[config.mk]
export PLATFORM = sky130hd
export DESIGN_NAME = lsu_subsystem
export DESIGN_NICKNAME = d
export VERILOG_FILES = /design/src/source/lsu_pkg.sv /design/src/source/stage_if.sv /design/src/source/lsu_access.sv /design/src/source/lsu_subsystem.sv /design/src/source/pipe_stage_reg.sv
export VERILOG_INCLUDE_DIRS = /design/src /design/src/source
export SDC_FILE = /design/constraint.sdc
export NUM_CORES = 1
export LEC_CHECK = 0
export ABC_AREA = 1
export BUFFER_PORTS_ARGS = -buffer_cell sky130_fd_sc_hd__clkbuf_2
export CORE_MARGIN = 2
export CORE_UTILIZATION = 41
export DETAILED_ROUTE_END_ITERATION = 8
export PLACE_DENSITY = 0.74
export SETUP_SLACK_MARGIN = 0.15
export SLEW_MARGIN = 5
export SYNTH_ARGS = -nofsm -noshare
export SYNTH_HDL_FRONTEND = slang
export SYNTH_SLANG_ARGS = --single-unit
[constraint.sdc]
create_clock -name clock -period 8.1 [get_ports clock]
set_input_delay 1.215 -clock clock [delete_from_list [all_inputs] [get_ports clock]]
set_output_delay 1.215 -clock clock [all_outputs]
set_load 0.005 [all_outputs]
[src/source/lsu_params.svh]
// lsu parameter macros
// data width, register index width and the peripheral address window
// shared by the package, the access unit and the subsystem top

`ifndef LSU_PARAMS_SVH
`define LSU_PARAMS_SVH

// data and address width of the memory stage
`define LSU_XLEN 32

// register file index width
`define LSU_REG_AW 5

// peripheral window, both bounds inclusive
// devices in here see byte and half data on lane 0,
// everything else uses the lane picked by addr[1:0]
`define LSU_IO_LO 32'h1000_0000
`define LSU_IO_HI 32'h1000_0fff

`endif

[src/source/lsu_pkg.sv]
// lsu package
// load/store type encodings and the payload bundles that move
// between execute, memory access and writeback

`include "lsu_params.svh"

package lsu_pkg;

	// load size and extension, 0 means no load
	typedef enum logic [2:0] {
		LD_NONE = 3'd0,
		LD_LB   = 3'd1,
		LD_LH   = 3'd2,
		LD_LW   = 3'd3,
		LD_LBU  = 3'd4,
		LD_LHU  = 3'd5
	} load_type_e;

	// store size, 0 means no store
	typedef enum logic [1:0] {
		ST_NONE = 2'd0,
		ST_SB   = 2'd1,
		ST_SH   = 2'd2,
		ST_SW   = 2'd3
	} store_type_e;

	// bundle registered from the execute stage
	typedef struct packed {
		logic                   rd_wen;
		logic [`LSU_REG_AW-1:0] rd;
		// alu result, doubles as the memory address
		logic [`LSU_XLEN-1:0]   result;
		// register value for stores, not yet lane shifted
		logic [`LSU_XLEN-1:0]   store_data;
		load_type_e             load_type;
		store_type_e            store_type;
	} ex_to_mem_t;

	// bundle handed to writeback
	typedef struct packed {
		logic                   rd_wen;
		logic [`LSU_REG_AW-1:0] rd;
		// loaded value or pass-through alu result
		logic [`LSU_XLEN-1:0]   data;
	} mem_to_wb_t;

endpackage

[src/source/stage_if.sv]
// pipeline stage link
// valid/ready handshake carrying one payload of any type,
// a beat moves on a clock edge where valid and ready are both high

`timescale 1ns/10ps

interface stage_if #(
	parameter type payload_t = logic
) ();

	// producer holds these until the beat is taken
	logic     valid;
	payload_t payload;

	// consumer allowin
	logic     ready;

	modport producer (
		output valid,
		output payload,
		input  ready
	);

	modport consumer (
		input  valid,
		input  payload,
		output ready
	);

endinterface
[src/source/lsu_access.sv]
// memory access unit
// runs one apb transfer per load or store and passes other items through,
// stores get byte lane shifting and strobes, loads get lane extraction
// and sign or zero extension

`timescale 1ns/10ps

`include "lsu_params.svh"

module lsu_access (
	input  logic                   clock,
	input  logic                   rstn,
	stage_if.consumer              req_i,
	stage_if.producer              rsp_o,
	output logic                   psel_o,
	output logic                   penable_o,
	output logic                   pwrite_o,
	output logic [`LSU_XLEN-1:0]   paddr_o,
	output logic [`LSU_XLEN-1:0]   pwdata_o,
	output logic [`LSU_XLEN/8-1:0] pstrb_o,
	input  logic [`LSU_XLEN-1:0]   prdata_i,
	input  logic                   pready_i
);

	import lsu_pkg::*;

	localparam int STRB_W = `LSU_XLEN / 8;
	localparam int LANE_W = $clog2(STRB_W);

	typedef enum logic [1:0] {
		S_IDLE,
		S_SETUP,
		S_ACCESS
	} state_e;

	state_e              state_q;
	state_e              state_d;
	ex_to_mem_t          req;
	mem_to_wb_t          rsp;
	logic                is_load;
	logic                is_store;
	logic                mem_op;
	logic                in_io;
	logic [LANE_W-1:0]   lane;
	logic [STRB_W-1:0]   strb_raw;
	logic [STRB_W-1:0]   st_strb;
	logic [`LSU_XLEN-1:0] st_data;
	logic [`LSU_XLEN-1:0] ld_shift;
	logic [`LSU_XLEN-1:0] ld_data;
	logic                pass_through;
	logic                complete;

	// in_reg holds the item for the whole transfer
	assign req = req_i.payload;

	assign is_load  = (req.load_type != LD_NONE);
	assign is_store = (req.store_type != ST_NONE);
	assign mem_op   = is_load || is_store;

	// peripherals take unshifted data on lane 0
	assign in_io = (req.result >= `LSU_IO_LO) && (req.result <= `LSU_IO_HI);
	assign lane  = in_io ? '0 : req.result[LANE_W-1:0];

	// fsm
	always_comb begin
		state_d = state_q;
		case (state_q)
			S_IDLE: begin
				// out_reg must have room before the bus is touched
				if (req_i.valid && mem_op && rsp_o.ready) begin
					state_d = S_SETUP;
				end
			end
			S_SETUP: begin
				state_d = S_ACCESS;
			end
			S_ACCESS: begin
				if (pready_i) begin
					state_d = S_IDLE;
				end
			end
			default: begin
				state_d = S_IDLE;
			end
		endcase
	end

	always_ff @(posedge clock) begin
		if (!rstn) begin
			state_q <= S_IDLE;
		end else begin
			state_q <= state_d;
		end
	end

	// store formatting
	always_comb begin
		case (req.store_type)
			ST_SB:   strb_raw = STRB_W'(4'b0001);
			ST_SH:   strb_raw = STRB_W'(4'b0011);
			ST_SW:   strb_raw = STRB_W'(4'b1111);
			default: strb_raw = '0;
		endcase
	end

	assign st_strb = strb_raw << lane;
	assign st_data = req.store_data << {lane, 3'b000};

	// apb master outputs decoded from state
	assign psel_o    = (state_q != S_IDLE);
	assign penable_o = (state_q == S_ACCESS);
	assign pwrite_o  = psel_o && is_store;
	assign paddr_o   = req.result;
	assign pwdata_o  = st_data;
	assign pstrb_o   = pwrite_o ? st_strb : '0;

	// load extraction then extension by size
	assign ld_shift = prdata_i >> {lane, 3'b000};

	always_comb begin
		case (req.load_type)
			LD_LB:   ld_data = {{(`LSU_XLEN-8){ld_shift[7]}}, ld_shift[7:0]};
			LD_LH:   ld_data = {{(`LSU_XLEN-16){ld_shift[15]}}, ld_shift[15:0]};
			LD_LBU:  ld_data = {{(`LSU_XLEN-8){1'b0}}, ld_shift[7:0]};
			LD_LHU:  ld_data = {{(`LSU_XLEN-16){1'b0}}, ld_shift[15:0]};
			default: ld_data = ld_shift;
		endcase
	end

	// handoff to out_reg and release of in_reg on the same edge
	assign pass_through = (state_q == S_IDLE) && req_i.valid && !mem_op;
	assign complete     = (state_q == S_ACCESS) && pready_i;

	assign rsp_o.valid = pass_through || complete;
	assign req_i.ready = rsp_o.ready && (((state_q == S_IDLE) && !mem_op) || complete);

	assign rsp.rd_wen = req.rd_wen;
	assign rsp.rd     = req.rd;
	assign rsp.data   = is_load ? ld_data : req.result;

	assign rsp_o.payload = rsp;

	// bus request held from setup through the last wait state
	a_apb_hold: assert property (
		@(posedge clock) disable iff (!rstn)
		(psel_o && !(penable_o && pready_i)) |=>
		(psel_o && $stable(paddr_o) && $stable(pwrite_o) &&
		 $stable(pwdata_o) && $stable(pstrb_o))
	) else $error("apb request changed before pready");

	// out_reg takes the result on the completion edge
	a_apb_enable: assert property (
		@(posedge clock) disable iff (!rstn)
		(penable_o && pready_i) |-> rsp_o.ready
	) else $error("apb transfer completed while out_reg had no room");

endmodule

[src/source/lsu_subsystem.sv]
// memory stage subsystem top
// execute bundle enters an input register, goes through the apb access
// unit and leaves through an output register toward writeback

`timescale 1ns/10ps

`include "lsu_params.svh"

module lsu_subsystem (
	input  logic                   clock,
	input  logic                   rstn,
	// execute side
	input  logic                   ex_valid_i,
	output logic                   ex_ready_o,
	input  logic                   ex_rd_wen_i,
	input  logic [`LSU_REG_AW-1:0] ex_rd_i,
	input  logic [`LSU_XLEN-1:0]   ex_result_i,
	input  logic [`LSU_XLEN-1:0]   ex_store_data_i,
	input  logic [$bits(lsu_pkg::load_type_e)-1:0]  ex_load_type_i,
	input  logic [$bits(lsu_pkg::store_type_e)-1:0] ex_store_type_i,
	// apb master
	output logic                   psel_o,
	output logic                   penable_o,
	output logic                   pwrite_o,
	output logic [`LSU_XLEN-1:0]   paddr_o,
	output logic [`LSU_XLEN-1:0]   pwdata_o,
	output logic [`LSU_XLEN/8-1:0] pstrb_o,
	input  logic [`LSU_XLEN-1:0]   prdata_i,
	input  logic                   pready_i,
	// writeback side
	output logic                   wb_valid_o,
	input  logic                   wb_ready_i,
	output logic [`LSU_REG_AW-1:0] wb_rd_o,
	output logic                   wb_wen_o,
	output logic [`LSU_XLEN-1:0]   wb_data_o
);

	import lsu_pkg::*;

	// boundary links to the plain ports
	stage_if #(.payload_t(ex_to_mem_t)) ex_side ();
	stage_if #(.payload_t(mem_to_wb_t)) wb_side ();

	// internal links
	stage_if #(.payload_t(ex_to_mem_t)) in_link ();
	stage_if #(.payload_t(mem_to_wb_t)) out_link ();

	// pack execute fields
	assign ex_side.valid   = ex_valid_i;
	assign ex_side.payload = '{
		rd_wen:     ex_rd_wen_i,
		rd:         ex_rd_i,
		result:     ex_result_i,
		store_data: ex_store_data_i,
		load_type:  load_type_e'(ex_load_type_i),
		store_type: store_type_e'(ex_store_type_i)
	};
	assign ex_ready_o = ex_side.ready;

	pipe_stage_reg #(.payload_t(ex_to_mem_t)) in_reg (
		.clock  (clock),
		.rstn   (rstn),
		.up_i   (ex_side.consumer),
		.down_o (in_link.producer)
	);

	lsu_access lsu_access_inst (
		.clock     (clock),
		.rstn      (rstn),
		.req_i     (in_link.consumer),
		.rsp_o     (out_link.producer),
		.psel_o    (psel_o),
		.penable_o (penable_o),
		.pwrite_o  (pwrite_o),
		.paddr_o   (paddr_o),
		.pwdata_o  (pwdata_o),
		.pstrb_o   (pstrb_o),
		.prdata_i  (prdata_i),
		.pready_i  (pready_i)
	);

	pipe_stage_reg #(.payload_t(mem_to_wb_t)) out_reg (
		.clock  (clock),
		.rstn   (rstn),
		.up_i   (out_link.consumer),
		.down_o (wb_side.producer)
	);

	// unpack writeback fields
	assign wb_valid_o    = wb_side.valid;
	assign wb_side.ready = wb_ready_i;
	assign wb_rd_o       = wb_side.payload.rd;
	assign wb_wen_o      = wb_side.payload.rd_wen;
	assign wb_data_o     = wb_side.payload.data;

endmodule

[src/source/pipe_stage_reg.sv]
// pipeline stage register
// one-entry valid/allowin register for any payload type,
// stalls in place while the downstream side holds off

`timescale 1ns/10ps

module pipe_stage_reg #(
	parameter type payload_t = logic
) (
	input  logic      clock,
	input  logic      rstn,
	stage_if.consumer up_i,
	stage_if.producer down_o
);

	logic     valid_q;
	payload_t data_q;

	// allowin when empty or when the held item leaves this cycle
	assign up_i.ready = !valid_q || down_o.ready;

	assign down_o.valid   = valid_q;
	assign down_o.payload = data_q;

	always_ff @(posedge clock) begin
		if (!rstn) begin
			valid_q <= 1'b0;
		end else if (up_i.ready) begin
			// refill, or drop to empty after a drain
			valid_q <= up_i.valid;
		end
	end

	// payload only
	always_ff @(posedge clock) begin
		if (up_i.valid && up_i.ready) begin
			data_q <= up_i.payload;
		end
	end

	// a refused upstream item must stay offered and unchanged
	a_hold_stable: assert property (
		@(posedge clock) disable iff (!rstn)
		(up_i.valid && !up_i.ready) |=>
		(up_i.valid && $stable(up_i.payload))
	) else $error("upstream payload changed under back-pressure");

endmodule

# Word-level counts from Yosys, hierarchy flattened
# Index checks and enable logic that the tools add are counted.
dict set report classes {
  magnitude_cmp 2
  n_eq_ne 11
  shifts 3
  n_mux 8
  reduce_logical 24
}
# operator count
set ops {}
lappend ops {{$pmux W32 S4} 1}
lappend ops {{$ge A32 B29 Y1 const B} 1}
lappend ops {{$le A32 B29 Y1 const B} 1}
lappend ops {{$mux W32} 1}
lappend ops {{$shl A32 B5 Y32} 1}
lappend ops {{$shr A32 B5 Y32} 1}
lappend ops {{$pmux W4 S3} 1}
lappend ops {{$logic_and A1 B1 Y1} 11}
lappend ops {{$eq A2 B2 Y1 const B} 3}
lappend ops {{$eq A3 B3 Y1 const B} 2}
lappend ops {{$mux W2} 3}
lappend ops {{$pmux W2 S3} 1}
lappend ops {{$logic_or A1 B1 Y1} 5}
lappend ops {{$eq A2 B1 Y1 const B} 2}
lappend ops {{$mux W4} 1}
lappend ops {{$ne A2 B1 Y1 const B} 2}
lappend ops {{$reduce_bool A2 Y1} 2}
lappend ops {{$shl A4 B2 Y4} 1}
lappend ops {{$eq A3 B1 Y1 const B} 1}
lappend ops {{$eq A3 B2 Y1 const B} 1}
lappend ops {{$logic_not A1 Y1} 3}
lappend ops {{$reduce_bool A3 Y1} 1}
lappend ops {{$logic_not A2 Y1} 1}
lappend ops {{$reduce_and A2 Y1} 1}
dict set report totals {
  ff_bits 117
  out_inout_bits 111
}

# Longest topological paths before layout
dict set report logic_depth {
  word_depth 8
  ltp_mapped 13
  mapped_depth_nobuf 11
}

# Hierarchy
# A second synthesis with hierarchy kept.
dict set report unflattened {
  hier_cells 611
  hier_area_um2 5978.2
}
# mod instances cells_per_inst area_per_inst_um2
set modules_own_cells {}
lappend modules_own_cells {lsu_access 1 484 2482.4}
lappend modules_own_cells {{pipe_stage_reg at in_reg} 1 82 2303.5}
lappend modules_own_cells {{pipe_stage_reg at out_reg} 1 45 1192.4}

# Worst setup path before layout
# OpenSTA, ideal clock, no wires.
dict set report synth_timing {
  path_type {input to register}
  start {in pready_i}
  end {reg in_reg.data_q (netlist bit in_reg.down_o.payload[0]), enable pin}
  setup_time_ps 508
  t_arrival_ps 4563
  required_ps 7592
  setup_slack_ps 3029
  stages 4
  path_buffers 0
  cell_sequence {nand2_1 o21ai_0 a21oi_1 nor2_1}
}
dict set report synth_via {
  elab_chain_len 5
}
# item line
set synth_lines {}
lappend synth_lines {{start, declared} lsu_subsystem.sv:29} ;# input logic pready_i,
lappend synth_lines {{$logic_and A1 B1 Y1} lsu_access.sv:132} ;# assign complete = (state_q == S_ACCESS) && pready_i;
lappend synth_lines {{$logic_or A1 B1 Y1} lsu_access.sv:135} ;# assign req_i.ready = rsp_o.ready && (((state_q == S_IDLE) && !mem_op) || complete);
lappend synth_lines {{$logic_and A1 B1 Y1} lsu_access.sv:135}
lappend synth_lines {{$logic_or A1 B1 Y1} pipe_stage_reg.sv:20} ;# assign up_i.ready = !valid_q || down_o.ready;
lappend synth_lines {{$logic_and A1 B1 Y1} pipe_stage_reg.sv:36} ;# if (up_i.valid && up_i.ready) begin
lappend synth_lines {{end signal, assigned} pipe_stage_reg.sv:37} ;# data_q <= up_i.payload;
lappend synth_lines {{end, declared} pipe_stage_reg.sv:17} ;# payload_t data_q;
# Every way passes these cells.
# A chain may end at the register's enable or synchronous reset.

# Final worst setup path
dict set report layout_timing {
  start {reg in_reg.data_q (netlist bit in_reg.down_o.payload[50])}
  end {out pstrb_o[2]}
}
dict set report layout_via {
  elab_chain_len 5
  word_cells_on_any_way 6
  cone_classes {order compare (2); shift (1); mux (2); reduce/logical (1)}
}
# item line
set layout_lines {}
lappend layout_lines {{$ge A32 B29 Y1 (no source line) or $le A32 B29 Y1 (tied branches)} n/a}
lappend layout_lines {{$logic_and A1 B1 Y1 *} lsu_access.sv:61} ;# assign in_io = (req.result >= `LSU_IO_LO) && (req.result <= `LSU_IO_HI);
lappend layout_lines {{$mux W2 *} lsu_access.sv:62} ;# assign lane = in_io ? '0 : req.result[LANE_W-1:0];
lappend layout_lines {{$shl A4 B2 Y4 *} lsu_access.sv:106} ;# assign st_strb = strb_raw << lane;
lappend layout_lines {{$mux W4 *} lsu_access.sv:115} ;# assign pstrb_o = pwrite_o ? st_strb : '0;
lappend layout_lines {{end, declared} lsu_subsystem.sv:27} ;# output logic [`LSU_XLEN/8-1:0] pstrb_o,
# Mark *: on every way between the ends. The rest lies on a longest branch, timed or not.

==> impl_metrics.toml <==
[outcome]
status = "completed"

[logic_synthesis]
synthesis.nets = 717
ys_async_sr_fraction = 0
yosysSeqAreaShare = 0.596
avgSynthCellArea_um2 = 9.63
synthDistinctLibCells = 28
ys_warn_count = 0
ys_ff_latch = 117
synth_cells = 605
netlist_area_mm2 = 0.00583
synth-edff-count = 113
ys.flop_type = "edfxtp_1"

[cts]
cts_made_buffers = 17
cts.reportedPaths.clkPinSlew_ps = 60
cts_sinks = 117
clock_latency_ps = 410
cts_resized = 0
cts_root_buf = "clkbuf_16"
h-tree-depth = 4
clockBufferDepth = 2
post_cts_buffers = 0
cts_tree = "built"
cts.hold.buffers_added = 0

[global_route]
grt.overflow.total = 0
grt_pass1_wl_um = 22100
track_usage = 0.198
grt_start_max_net_pins = 81
first_global_vias = 4411
antenna_found_initial = 2

[layout]
final_common_cell = "clkbuf_2"
fin_nets = 898
fin_util = 0.529
fill_cells = 1332
drive_gt1_frac = 0.345
final_cell_mix = "clkbuf_2 (222), nand2_1 (119), edfxtp_1 (113)"
syn_to_final_growth_pct = 26.0
n_antenna_cell = 0

[floorplanning]
die_y_um = 123
start_util = 0.420
rows = 43
core_area_mm2 = 0.0139
io_pins = 223
die_area_mm2 = 0.0152
dieWidth_um = 123

[sta]
fmax_mhz = 196
skew_ps = 10.5
period_needed_ps = 5090
final_max_slew_viol_count = 0
setup_viol = 0
finalSetupTns_ps = 0
slew_headroom = 0.259
hold_viol_final = 0
rsz0062_at_grt = "false"
worstMarginPinSlew_ps = 1110
fin_crit_sh = 0.629

[critical_path]
path_cells = "nor2_1 -> nand2_1 -> nor2_1 -> nand3_1 -> nand2_2 -> inv_1 -> buf_4 -> a21oi_1 -> nand2_1 -> o211ai_1 -> inv_1 -> clkbuf_2"
worstSetupEndpointType = "output pin"
cp.buffers_inverters = 4
cp.arrival_ps = 3880
max_stage_delay_ps = 820
critPathTopFamily = "simple AND/OR/NAND/NOR gates"
crit_type = "flop to output pin"
path_max_fanout = 43
cp-start-kind = "flop"
cp.required_ps = 6880
slowest_stage = "nand2_2"

[placement]
hpwl_um = 10900
gp_congestion = 0.863
portBuffers = 222

[hold_path]
hp-class = "flop to flop"

[drt]
routed_wirelength_um = 14600
drt_iter0_drc = 308
route.detailed.drc = 0
ant_nets = 0
post_drt_wl_per_cell_um = 14.9
drtPass1Iterations = 4
vias_per_cell = 4.77
vias = 4672

[pwr]
p_leak_uw = 0.00345
irDropWorstVdd_mv = 0.130
power_density_mw_per_mm2 = 218

[flow_run]
drv_cap = 0
==> metal layers <==
layer | vias up | routed length [µm] | global-route usage
met5 | - | 31 | 0
met2 | 141 | 7320 | 0.325
met1 | 2142 | 5920 | 0.236
li1 | 2362 | - | -
met3 | 23 | 1010 | 0.0660
met4 | 4 | 337 | 0.0874
==> cells by family (layout without fill, tap and decap cells) <==
group,count (synthesis),after routing,share of synthesized area
simple gates,278,278,0.213
buf+inv,122,316,0.109
flops,117,117,0.596
compound gates,84,84,0.0745
mux,3,3,0.00515
xor+xnor,1,1,0.00150
==> stage by stage <==
step / hold WS, ps / area [µm²] / power (µW) / instances / setup WS, ps
2_1_floorplan: 400 / 5830 / 850 / 605 / 3030
3_3_place_gp: 402 / 6790 / 919 / 947 / 3500
3_5_place_dp: 405 / 6790 / 923 / 947 / 3420
4_1_cts: 417 / 7340 / 1620 / 979 / 2960
5_1_grt: 422 / 7340 / 1670 / 979 / 2590
6_report: 413 / 7340 / 1600 / 979 / 3010
==> cells in the mapped netlist, types with 4 or more instances <==
cell / number / area share
dfxtp_1: 4 / 0.014
or2_0: 5 / 0.0054
nor3_1: 6 / 0.0052
clkbuf_1: 8 / 0.0052
or2_2: 8 / 0.0086
buf_2: 13 / 0.011
nand2_1: 119 / 0.077
nor2_1: 61 / 0.039
nand3_1: 68 / 0.058
inv_1: 57 / 0.037
o21ai_1: 9 / 0.0077
o21ai_0: 38 / 0.033
buf_4: 35 / 0.045
edfxtp_1: 113 / 0.58
a21oi_1: 35 / 0.030
buf_6: 4 / 0.0077
==> final cells by class <==
| class | instances | area [µm²] | share of cell area |
|---|---|---|---|
| inverters | 59 | 221 | 0.0302 |
| repair buffers | 225 | 1130 | 0.154 |
| clock inverters | 15 | 129 | 0.0176 |
| well taps | 180 | 225 | 0.0307 |
| clock buffers | 17 | 425 | 0.0580 |
| flip-flops and latches | 117 | 3470 | 0.473 |
| multi-input cells | 366 | 1730 | 0.236 |
==> registers in the layout, summed over array words and instances (netlist names) <==
signal,count
out_reg.down_o.payload,38
in_reg.down_o.payload,75
in_reg.down_o.valid,1
lsu_access_inst.state_q,2
out_reg.down_o.valid,1
==> power breakdown <==
part | leakage (µW) | total [µW] | switching (µW) | internal [µW]
Combinational | 0.00210 | 188 | 113 | 74.3
Sequential | 0.00110 | 721 | 15.2 | 706
Clock | 0.000261 | 693 | 271 | 421
Total | 0.00345 | 1600 | 400 | 1200
==> worst reg2reg max path, stage by stage, from the launching register on <==
cell      delay (ps)
edfxtp_1         400
nor2_1           130
nand2_1           90
nor2_1           100
nand3_1          660
nand2_2          820
inv_1            370
nand3_2          200
nand3_4          190
inv_2            170
nor2_1            70
nor2_1            90
==> path summary, 6_finish.rpt <==
path,from,end,slack (ps),cells after the start
worst min-delay path,in_reg.down_o.payload[74]$_DFFE_PP_,out_reg.down_o.payload[37]$_DFFE_PP_,410,0
worst max register to register,in_reg.down_o.payload[50]$_DFFE_PP_,out_reg.down_o.payload[12]$_DFFE_PP_,4670,11
worst max-delay path,in_reg.down_o.payload[50]$_DFFE_PP_,pstrb_o[2],3010,12
worst min register to register,in_reg.down_o.payload[74]$_DFFE_PP_,out_reg.down_o.payload[37]$_DFFE_PP_,410,0
(Power assumes the default switching activity.)
